File: src/logic/fabricPkg.sv
// Fabric bus target package
// Bus widths, aperture map, register word indices, identification
// constants and the marker values returned on undefined accesses

package fabricPkg;

    // ------------------------------------------------------------
    // Bus geometry
    // ------------------------------------------------------------
    localparam int BUS_ADR_W  = 17;
    localparam int BUS_DAT_W  = 32;
    localparam int BYTE_LANES = 4;
    localparam int GPIO_W     = 8;

    // Aperture field is address bits 16..13, word index is bits 8..2
    localparam int APER_LSB   = 13;
    localparam int APER_W     = BUS_ADR_W - APER_LSB;
    localparam int REG_IDX_W  = 7;

    typedef logic [BUS_DAT_W-1:0]  busData_t;
    typedef logic [REG_IDX_W-1:0]  regIdx_t;
    typedef logic [BYTE_LANES-1:0] byteStb_t;
    typedef logic [GPIO_W-1:0]     gpio_t;
    typedef logic [APER_W-1:0]     aperture_t;

    // ------------------------------------------------------------
    // Aperture map
    // ------------------------------------------------------------
    // Register block at 0x00000, reserved block at 0x0C000
    localparam aperture_t APER_REGS     = 4'd0;
    localparam aperture_t APER_RESERVED = 4'd6;

    // Register block word indices
    localparam regIdx_t REG_ID_IDX       = 7'h00;
    localparam regIdx_t REG_REV_IDX      = 7'h01;
    localparam regIdx_t REG_GPIO_IN_IDX  = 7'h02;
    localparam regIdx_t REG_GPIO_OUT_IDX = 7'h03;
    localparam regIdx_t REG_GPIO_OE_IDX  = 7'h04;

    // Reserved block word indices, top of the aperture
    localparam regIdx_t RSV_CUST_PROD_IDX = 7'h7E;
    localparam regIdx_t RSV_REVISIONS_IDX = 7'h7F;

    // ------------------------------------------------------------
    // Identification and marker values
    // ------------------------------------------------------------
    localparam logic [15:0] DEVICE_ID   = 16'hA10F;
    localparam busData_t    REV_LEVEL   = 32'h0000_0100;
    localparam logic [7:0]  CUSTOMER_ID = 8'h01;
    localparam logic [7:0]  PRODUCT_ID  = 8'h00;
    localparam logic [15:0] MAJOR_REV   = 16'h0001;
    localparam logic [15:0] MINOR_REV   = 16'h0000;

    localparam busData_t REG_UNDEF_VALUE  = 32'hFABD_EFAC;
    localparam busData_t RSV_UNDEF_VALUE  = 32'hDEFF_ABAC;
    localparam busData_t BAD_ACCESS_VALUE = 32'hBADF_ABAC;

    // Unmapped access responder
    localparam int TIMEOUT_CNT_W  = 3;
    localparam int TIMEOUT_CYCLES = 7;

endpackage

File: src/logic/wbTargetIf.sv
// Routed transfer between the aperture router and one bus target
// Router drives select, index and write fields; the target answers
// with read data and a one-cycle acknowledge

`timescale 1ns/1ps

interface wbTargetIf
    import fabricPkg::*;
();
    logic     sel;
    regIdx_t  idx;
    logic     we;
    byteStb_t byteStb;
    busData_t wrDat;
    busData_t rdDat;
    logic     ack;

    modport router
    (
        output sel, idx, we, byteStb, wrDat,
        input  rdDat, ack
    );

    modport target
    (
        input  sel, idx, we, byteStb, wrDat,
        output rdDat, ack
    );

endinterface

File: src/logic/accessTimeout.sv
// Timeout responder for unmapped apertures
// Counts the cycles of a selected access and answers it after a
// fixed wait with a marker read value, so the host never hangs

`timescale 1ns/1ps

module accessTimeout
    import fabricPkg::*;
(
    input  logic      wbClk_i,
    input  logic      arstN_i,
    wbTargetIf.target bus
);

    logic [TIMEOUT_CNT_W-1:0] waitCnt;
    logic                     fired;
    logic                     ackQ;
    logic                     expired;

    assign expired = (waitCnt == TIMEOUT_CNT_W'(TIMEOUT_CYCLES));

    // ------------------------------------------------------------
    // Wait counter and ack pulse
    // ------------------------------------------------------------
    always_ff @(posedge wbClk_i or negedge arstN_i)
    begin
        if (!arstN_i)
        begin
            waitCnt <= '0;
            fired   <= 1'b0;
            ackQ    <= 1'b0;
        end
        else if (!bus.sel)
        begin
            // Access gone, ready for the next one
            waitCnt <= '0;
            fired   <= 1'b0;
            ackQ    <= 1'b0;
        end
        else
        begin
            ackQ <= 1'b0;
            if (!fired)
            begin
                if (expired)
                begin
                    ackQ  <= 1'b1;
                    fired <= 1'b1;
                end
                else
                    waitCnt <= waitCnt + 1'b1;
            end
        end
    end

    assign bus.rdDat = BAD_ACCESS_VALUE;
    assign bus.ack   = ackQ;

endmodule

File: src/logic/fabricRegisters.sv
// General fabric register block
// Device ID and revision words, GPIO input sampling and the GPIO
// output and output-enable registers. Every access is answered one
// edge after select with a single-cycle ack

`timescale 1ns/1ps

module fabricRegisters
    import fabricPkg::*;
(
    input  logic      wbClk_i,
    input  logic      arstN_i,
    wbTargetIf.target bus,

    input  gpio_t     gpioIn_i,
    output gpio_t     gpioOut_o,
    output gpio_t     gpioOe_o,
    output busData_t  deviceId_o
);

    logic     served;
    logic     ackQ;
    logic     firstBeat;
    logic     wrLow;
    gpio_t    gpioOutQ;
    gpio_t    gpioOeQ;
    busData_t idWord;

    assign idWord    = busData_t'(DEVICE_ID);
    assign firstBeat = bus.sel & ~served;

    // Only the low byte lane carries the GPIO bits
    assign wrLow = firstBeat & bus.we & bus.byteStb[0];

    // ------------------------------------------------------------
    // Acknowledge
    // ------------------------------------------------------------
    // served keeps ack from firing twice within one held strobe
    always_ff @(posedge wbClk_i or negedge arstN_i)
    begin
        if (!arstN_i)
        begin
            served <= 1'b0;
            ackQ   <= 1'b0;
        end
        else
        begin
            served <= bus.sel;
            ackQ   <= firstBeat;
        end
    end

    // ------------------------------------------------------------
    // GPIO output registers
    // ------------------------------------------------------------
    always_ff @(posedge wbClk_i or negedge arstN_i)
    begin
        if (!arstN_i)
        begin
            gpioOutQ <= '0;
            gpioOeQ  <= '0;
        end
        else if (wrLow)
        begin
            if (bus.idx == REG_GPIO_OUT_IDX)
                gpioOutQ <= bus.wrDat[GPIO_W-1:0];
            if (bus.idx == REG_GPIO_OE_IDX)
                gpioOeQ <= bus.wrDat[GPIO_W-1:0];
        end
    end

    // Read mux, index is held stable by the host during the cycle
    always_comb
    begin
        case (bus.idx)
            REG_ID_IDX:       bus.rdDat = idWord;
            REG_REV_IDX:      bus.rdDat = REV_LEVEL;
            REG_GPIO_IN_IDX:  bus.rdDat = busData_t'(gpioIn_i);
            REG_GPIO_OUT_IDX: bus.rdDat = busData_t'(gpioOutQ);
            REG_GPIO_OE_IDX:  bus.rdDat = busData_t'(gpioOeQ);
            default:          bus.rdDat = REG_UNDEF_VALUE;
        endcase
    end

    assign bus.ack    = ackQ;
    assign gpioOut_o  = gpioOutQ;
    assign gpioOe_o   = gpioOeQ;
    assign deviceId_o = idWord;

endmodule

File: src/logic/fabricTop.sv
// Fabric-side bus target top level
// Host slave port, aperture router, general register block,
// reserved identification block and the unmapped-access responder

`timescale 1ns/1ps

module fabricTop
    import fabricPkg::*;
(
    input  logic                 wbClk_i,
    input  logic                 arstN_i,

    // Host bus
    input  logic [BUS_ADR_W-1:0] wbAdr_i,
    input  logic                 wbCyc_i,
    input  logic                 wbStb_i,
    input  logic                 wbWe_i,
    input  byteStb_t             wbByteStb_i,
    input  busData_t             wbWrDat_i,
    output busData_t             wbRdDat_o,
    output logic                 wbAck_o,

    // GPIO and identification
    input  gpio_t                gpioIn_i,
    output gpio_t                gpioOut_o,
    output gpio_t                gpioOe_o,
    output busData_t             deviceId_o
);

    wbTargetIf regBus ();
    wbTargetIf rsvBus ();
    wbTargetIf dfltBus ();

    // ------------------------------------------------------------
    // Decode and return
    // ------------------------------------------------------------
    wbApertureRouter router_i
    (
        .wbAdr_i     (wbAdr_i),
        .wbCyc_i     (wbCyc_i),
        .wbStb_i     (wbStb_i),
        .wbWe_i      (wbWe_i),
        .wbByteStb_i (wbByteStb_i),
        .wbWrDat_i   (wbWrDat_i),
        .wbRdDat_o   (wbRdDat_o),
        .wbAck_o     (wbAck_o),
        .regBus      (regBus),
        .rsvBus      (rsvBus),
        .dfltBus     (dfltBus)
    );

    // ------------------------------------------------------------
    // Targets
    // ------------------------------------------------------------
    fabricRegisters registers_i
    (
        .wbClk_i    (wbClk_i),
        .arstN_i    (arstN_i),
        .bus        (regBus),
        .gpioIn_i   (gpioIn_i),
        .gpioOut_o  (gpioOut_o),
        .gpioOe_o   (gpioOe_o),
        .deviceId_o (deviceId_o)
    );

    reservedIdRegs reserved_i
    (
        .wbClk_i (wbClk_i),
        .arstN_i (arstN_i),
        .bus     (rsvBus)
    );

    // Catches every aperture not claimed above
    accessTimeout timeout_i
    (
        .wbClk_i (wbClk_i),
        .arstN_i (arstN_i),
        .bus     (dfltBus)
    );

endmodule

File: src/logic/reservedIdRegs.sv
// Reserved identification block
// Read-only customer/product and major/minor revision words.
// Writes are acknowledged and dropped

`timescale 1ns/1ps

module reservedIdRegs
    import fabricPkg::*;
(
    input  logic      wbClk_i,
    input  logic      arstN_i,
    wbTargetIf.target bus
);

    logic served;
    logic ackQ;

    // Single ack per select, same timing as the register block
    always_ff @(posedge wbClk_i or negedge arstN_i)
    begin
        if (!arstN_i)
        begin
            served <= 1'b0;
            ackQ   <= 1'b0;
        end
        else
        begin
            served <= bus.sel;
            ackQ   <= bus.sel & ~served;
        end
    end

    // ID words sit at the top two indices of the aperture
    always_comb
    begin
        case (bus.idx)
            RSV_CUST_PROD_IDX: bus.rdDat = busData_t'({CUSTOMER_ID, PRODUCT_ID});
            RSV_REVISIONS_IDX: bus.rdDat = {MAJOR_REV, MINOR_REV};
            default:           bus.rdDat = RSV_UNDEF_VALUE;
        endcase
    end

    assign bus.ack = ackQ;

endmodule

File: src/logic/wbApertureRouter.sv
// Aperture router for the host bus slave port
// Decodes the aperture field of the byte address, raises the select
// of one target and merges read data and ack back to the host.
// Anything outside the register and reserved apertures goes to
// the default (timeout) target

`timescale 1ns/1ps

module wbApertureRouter
    import fabricPkg::*;
(
    // Host side
    input  logic [BUS_ADR_W-1:0] wbAdr_i,
    input  logic                 wbCyc_i,
    input  logic                 wbStb_i,
    input  logic                 wbWe_i,
    input  byteStb_t             wbByteStb_i,
    input  busData_t             wbWrDat_i,
    output busData_t             wbRdDat_o,
    output logic                 wbAck_o,

    // Target side
    wbTargetIf.router            regBus,
    wbTargetIf.router            rsvBus,
    wbTargetIf.router            dfltBus
);

    // ------------------------------------------------------------
    // Decode
    // ------------------------------------------------------------
    aperture_t aper;
    regIdx_t   wordIdx;
    logic      access;
    logic      hitRegs;
    logic      hitRsv;

    assign aper    = wbAdr_i[BUS_ADR_W-1:APER_LSB];
    assign wordIdx = wbAdr_i[REG_IDX_W+1:2];
    assign access  = wbCyc_i & wbStb_i;

    assign hitRegs = (aper == APER_REGS);
    assign hitRsv  = (aper == APER_RESERVED);

    // One select at a time, default catches the rest
    assign regBus.sel  = access & hitRegs;
    assign rsvBus.sel  = access & hitRsv;
    assign dfltBus.sel = access & ~hitRegs & ~hitRsv;

    // ------------------------------------------------------------
    // Forward the transfer fields to every target
    // ------------------------------------------------------------
    assign regBus.idx      = wordIdx;
    assign regBus.we       = wbWe_i;
    assign regBus.byteStb  = wbByteStb_i;
    assign regBus.wrDat    = wbWrDat_i;

    assign rsvBus.idx      = wordIdx;
    assign rsvBus.we       = wbWe_i;
    assign rsvBus.byteStb  = wbByteStb_i;
    assign rsvBus.wrDat    = wbWrDat_i;

    assign dfltBus.idx     = wordIdx;
    assign dfltBus.we      = wbWe_i;
    assign dfltBus.byteStb = wbByteStb_i;
    assign dfltBus.wrDat   = wbWrDat_i;

    // ------------------------------------------------------------
    // Return path
    // ------------------------------------------------------------
    // Purely combinational, the targets register their own ack
    always_comb
    begin
        if (hitRegs)
        begin
            wbRdDat_o = regBus.rdDat;
            wbAck_o   = regBus.ack;
        end
        else if (hitRsv)
        begin
            wbRdDat_o = rsvBus.rdDat;
            wbAck_o   = rsvBus.ack;
        end
        else
        begin
            wbRdDat_o = dfltBus.rdDat;
            wbAck_o   = dfltBus.ack;
        end
    end

endmodule

File: config.mk
export PLATFORM = sky130hd
export DESIGN_NAME = fabricTop
export DESIGN_NICKNAME = d
export VERILOG_FILES = /design/src/logic/fabricPkg.sv /design/src/logic/wbTargetIf.sv /design/src/logic/accessTimeout.sv /design/src/logic/fabricRegisters.sv /design/src/logic/fabricTop.sv /design/src/logic/reservedIdRegs.sv /design/src/logic/wbApertureRouter.sv
export SDC_FILE = /design/constraint.sdc
export NUM_CORES = 1
export LEC_CHECK = 0
export BUFFER_PORTS_ARGS = -buffer_cell sky130_fd_sc_hd__buf_4
export CAP_MARGIN = 10
export CORE_MARGIN = 2
export CORE_UTILIZATION = 31
export DETAILED_ROUTE_END_ITERATION = 10
export SLEW_MARGIN = 30
export SYNTH_ARGS = -nofsm -noshare
export SYNTH_HDL_FRONTEND = slang
export SYNTH_HIERARCHICAL = 1
export SYNTH_SLANG_ARGS = --single-unit
export TNS_END_PERCENT = 5
File: constraint.sdc
create_clock -name wbClk_i -period 2.05 [get_ports wbClk_i]
set_input_delay 0.41 -clock wbClk_i [delete_from_list [all_inputs] [get_ports wbClk_i]]
set_output_delay 0.41 -clock wbClk_i [all_outputs]
set_load 0.02 [all_outputs]
==> results_dict.tcl <==
set metrics [dict create \
    arrival_ns 1.61 \
    drive_gt1_share_pct 33.50 \
    final_core_util_pct 34.27 \
    grt_max_degree 36 \
    endpoint_kind "output port" \
    critPathKind "in2out" \
    ant_nets 0 \
    finalCriticalPeriod_ns 2.017 \
    firstDrtPassIters 4 \
    die_area_um2 10920 \
    synthCells 380 \
    final_nets 472 \
    drt-vias-per-instance 3.983 \
    hold_viol 0 \
    syn_area_um2 3132 \
    wl_per_cell_um 10.89 \
    critPathRequiredTime_ns 1.64 \
    start_kind "input port" \
    cts_buffer_depth 2 \
    dr.first_iter.drc_count 73 \
    io_pins 147 \
    p_leak_nw 1.585 \
    tritoncts "done" \
    route.vias.total 2135 \
    place_congestion 0.7938 \
    grt_pass1_vias 1919 \
    dp_hpwl_um 4570 \
    pre_cts_slack_ns -0.2711 \
    wl_um 5839 \
    antennaDiodeCount 0 \
    grt_usage_pct 9.922 \
    clkSlewWorstSetupHoldPaths_ns 0.09 \
    fmax_mhz 495.9 \
    cts_made_buffers 3 \
    status "complete, no violations" \
    avgSynthCellArea_um2 8.241 \
    rows 36 \
    rsz0062_at_grt "true" \
    core_area_um2 9774 \
    hold_path.class "in2async" \
    tightest_slew_ns 0.6575 \
    portBuffers 79 \
    fin_skew_ns 0.004776 \
    die_h_um 104.5 \
    cts_sinks 25 \
    p_per_area_nw_per_um2 365.2 \
    cts-root-buf "clkbuf_8" \
    grt_pass1_wl_um 9183 \
    critPathMaxFanout 6 \
    clock_latency_ns 0.26 \
    die_x_um 104.5 \
    fillers 1031 \
    antenna_found_initial 0 \
    ir_drop_uv 342.0 \
    start_util_pct 32.04 \
    h-tree-depth 1 \
    fin_crit_sh_pct 98.37 \
    slew_headroom_pct 55.83 \
    drc 0 \
    setup_viol 0 \
    grt_overflow 0 \
    syn2layout_area_growth_pct 6.952 \
    ys.warnings.count 6 \
    setup_ws_ns 0.03338 \
    slew_viol_final 0 \
    drv_cap 0 \
]
## report_power, final
part           leakage, nW  internal (mW)  total (mW)  switching (mW)
Sequential           0.348          0.496       0.498         0.00194
Combinational         1.21          0.179       0.442           0.264
Clock               0.0255          0.136       0.284           0.148
## layout by cell type (no fill, tap or decap), types with 3 or more instances in the layout
master,n
mux2_2,17
clkbuf_8,3
conb_1,78
nor2b_1,3
o21a_1,3
o22ai_1,4
mux2i_1,35
nor2_1,8
a21oi_1,9
o21ai_0,3
buf_12,7
o21ai_1,31
inv_1,4
buf_4,91
dfrtp_1,25
nand2_1,46
## worst paths after layout
| path | startpoint | endpoint | slack [ns] | cells after the start |
|---|---|---|---|---|
| setup / recovery | wbAdr_i[7] | wbRdDat_o[2] | 0.03 | 7 |
| hold / removal | arstN_i | timeout_i/waitCnt[0] | 0.03 | 1 |
| setup reg to reg | registers_i/served | registers_i/gpioOut_o[1] | 0.59 | 5 |
| hold reg to reg | reserved_i/served | reserved_i/bus.ack | 0.41 | 1 |
| max in group asynchronous | arstN_i | registers_i/gpioOe_o[6] | 1.77 | 1 |
| min in group wbClk_i | wbWrDat_i[3] | registers_i/gpioOut_o[3] | 0.37 | 2 |
## registers in the layout (all words and copies together) (netlist names)
name and count:
registers_i/gpioOut_o 8, registers_i/bus.ack 1, registers_i/gpioOe_o 8, reserved_i/served 1
timeout_i/fired 1, reserved_i/bus.ack 1, timeout_i/bus.ack 1, timeout_i/waitCnt 3
registers_i/served 1
## critical path: stages
cell     delay (ns)
buf_4          0.11
or4_4          0.59
a21oi_1        0.15
nand2_1        0.07
nand2_1        0.05
o21ai_1        0.06
buf_4          0.16
## timing repair
| item | CTS | global route |
|---|---|---|
| cloned | 0 | 1 |
| gates resized for setup | 8 | 10 |
| setup buffers | 1 | 1 |
| pin swaps | 0 | 2 |
| setup endpoints to repair | 30 | 36 |
| hold buffers | 0 | 0 |
## final cells by class
type / count / area (um^2) / share of cell area [%]
clock buffer: 3 / 41.29 / 1.233
clock inverter: 1 / 5.005 / 0.1494
inverter: 4 / 15.01 / 0.4483
multi-input combinational: 270 / 1637 / 48.86
sequential: 25 / 625.6 / 18.68
tap: 133 / 166.4 / 4.968
timing repair buffer: 100 / 859.6 / 25.66
## routing by layer
| layer | track usage, % | routed length [um] |
|---|---|---|
| met2 | 16.81 | 2730 |
| met1 | 13.12 | 2683 |
| met5 | 0 | 0 |
| met3 | 2.068 | 405 |
| met4 | 1.737 | 19 |
## stage by stage
stage                     instances  total power [mW]  instance area [um^2]  TNS, ns  hold slack (ns)
after detailed placement        529            0.9354                  3182   -4.920           0.3320
after global placement          529            0.9308                  3182   -4.426           0.3269
final                           536             1.223                  3349        0          0.02506
after CTS                       534             1.229                  3263        0          0.03870
after floorplan                 453            0.9276                  3417   -2.254           0.1144
after global routing            536             1.303                  3349  -0.2965          0.03303
No activity file was read; power rests on OpenSTA's default activity.
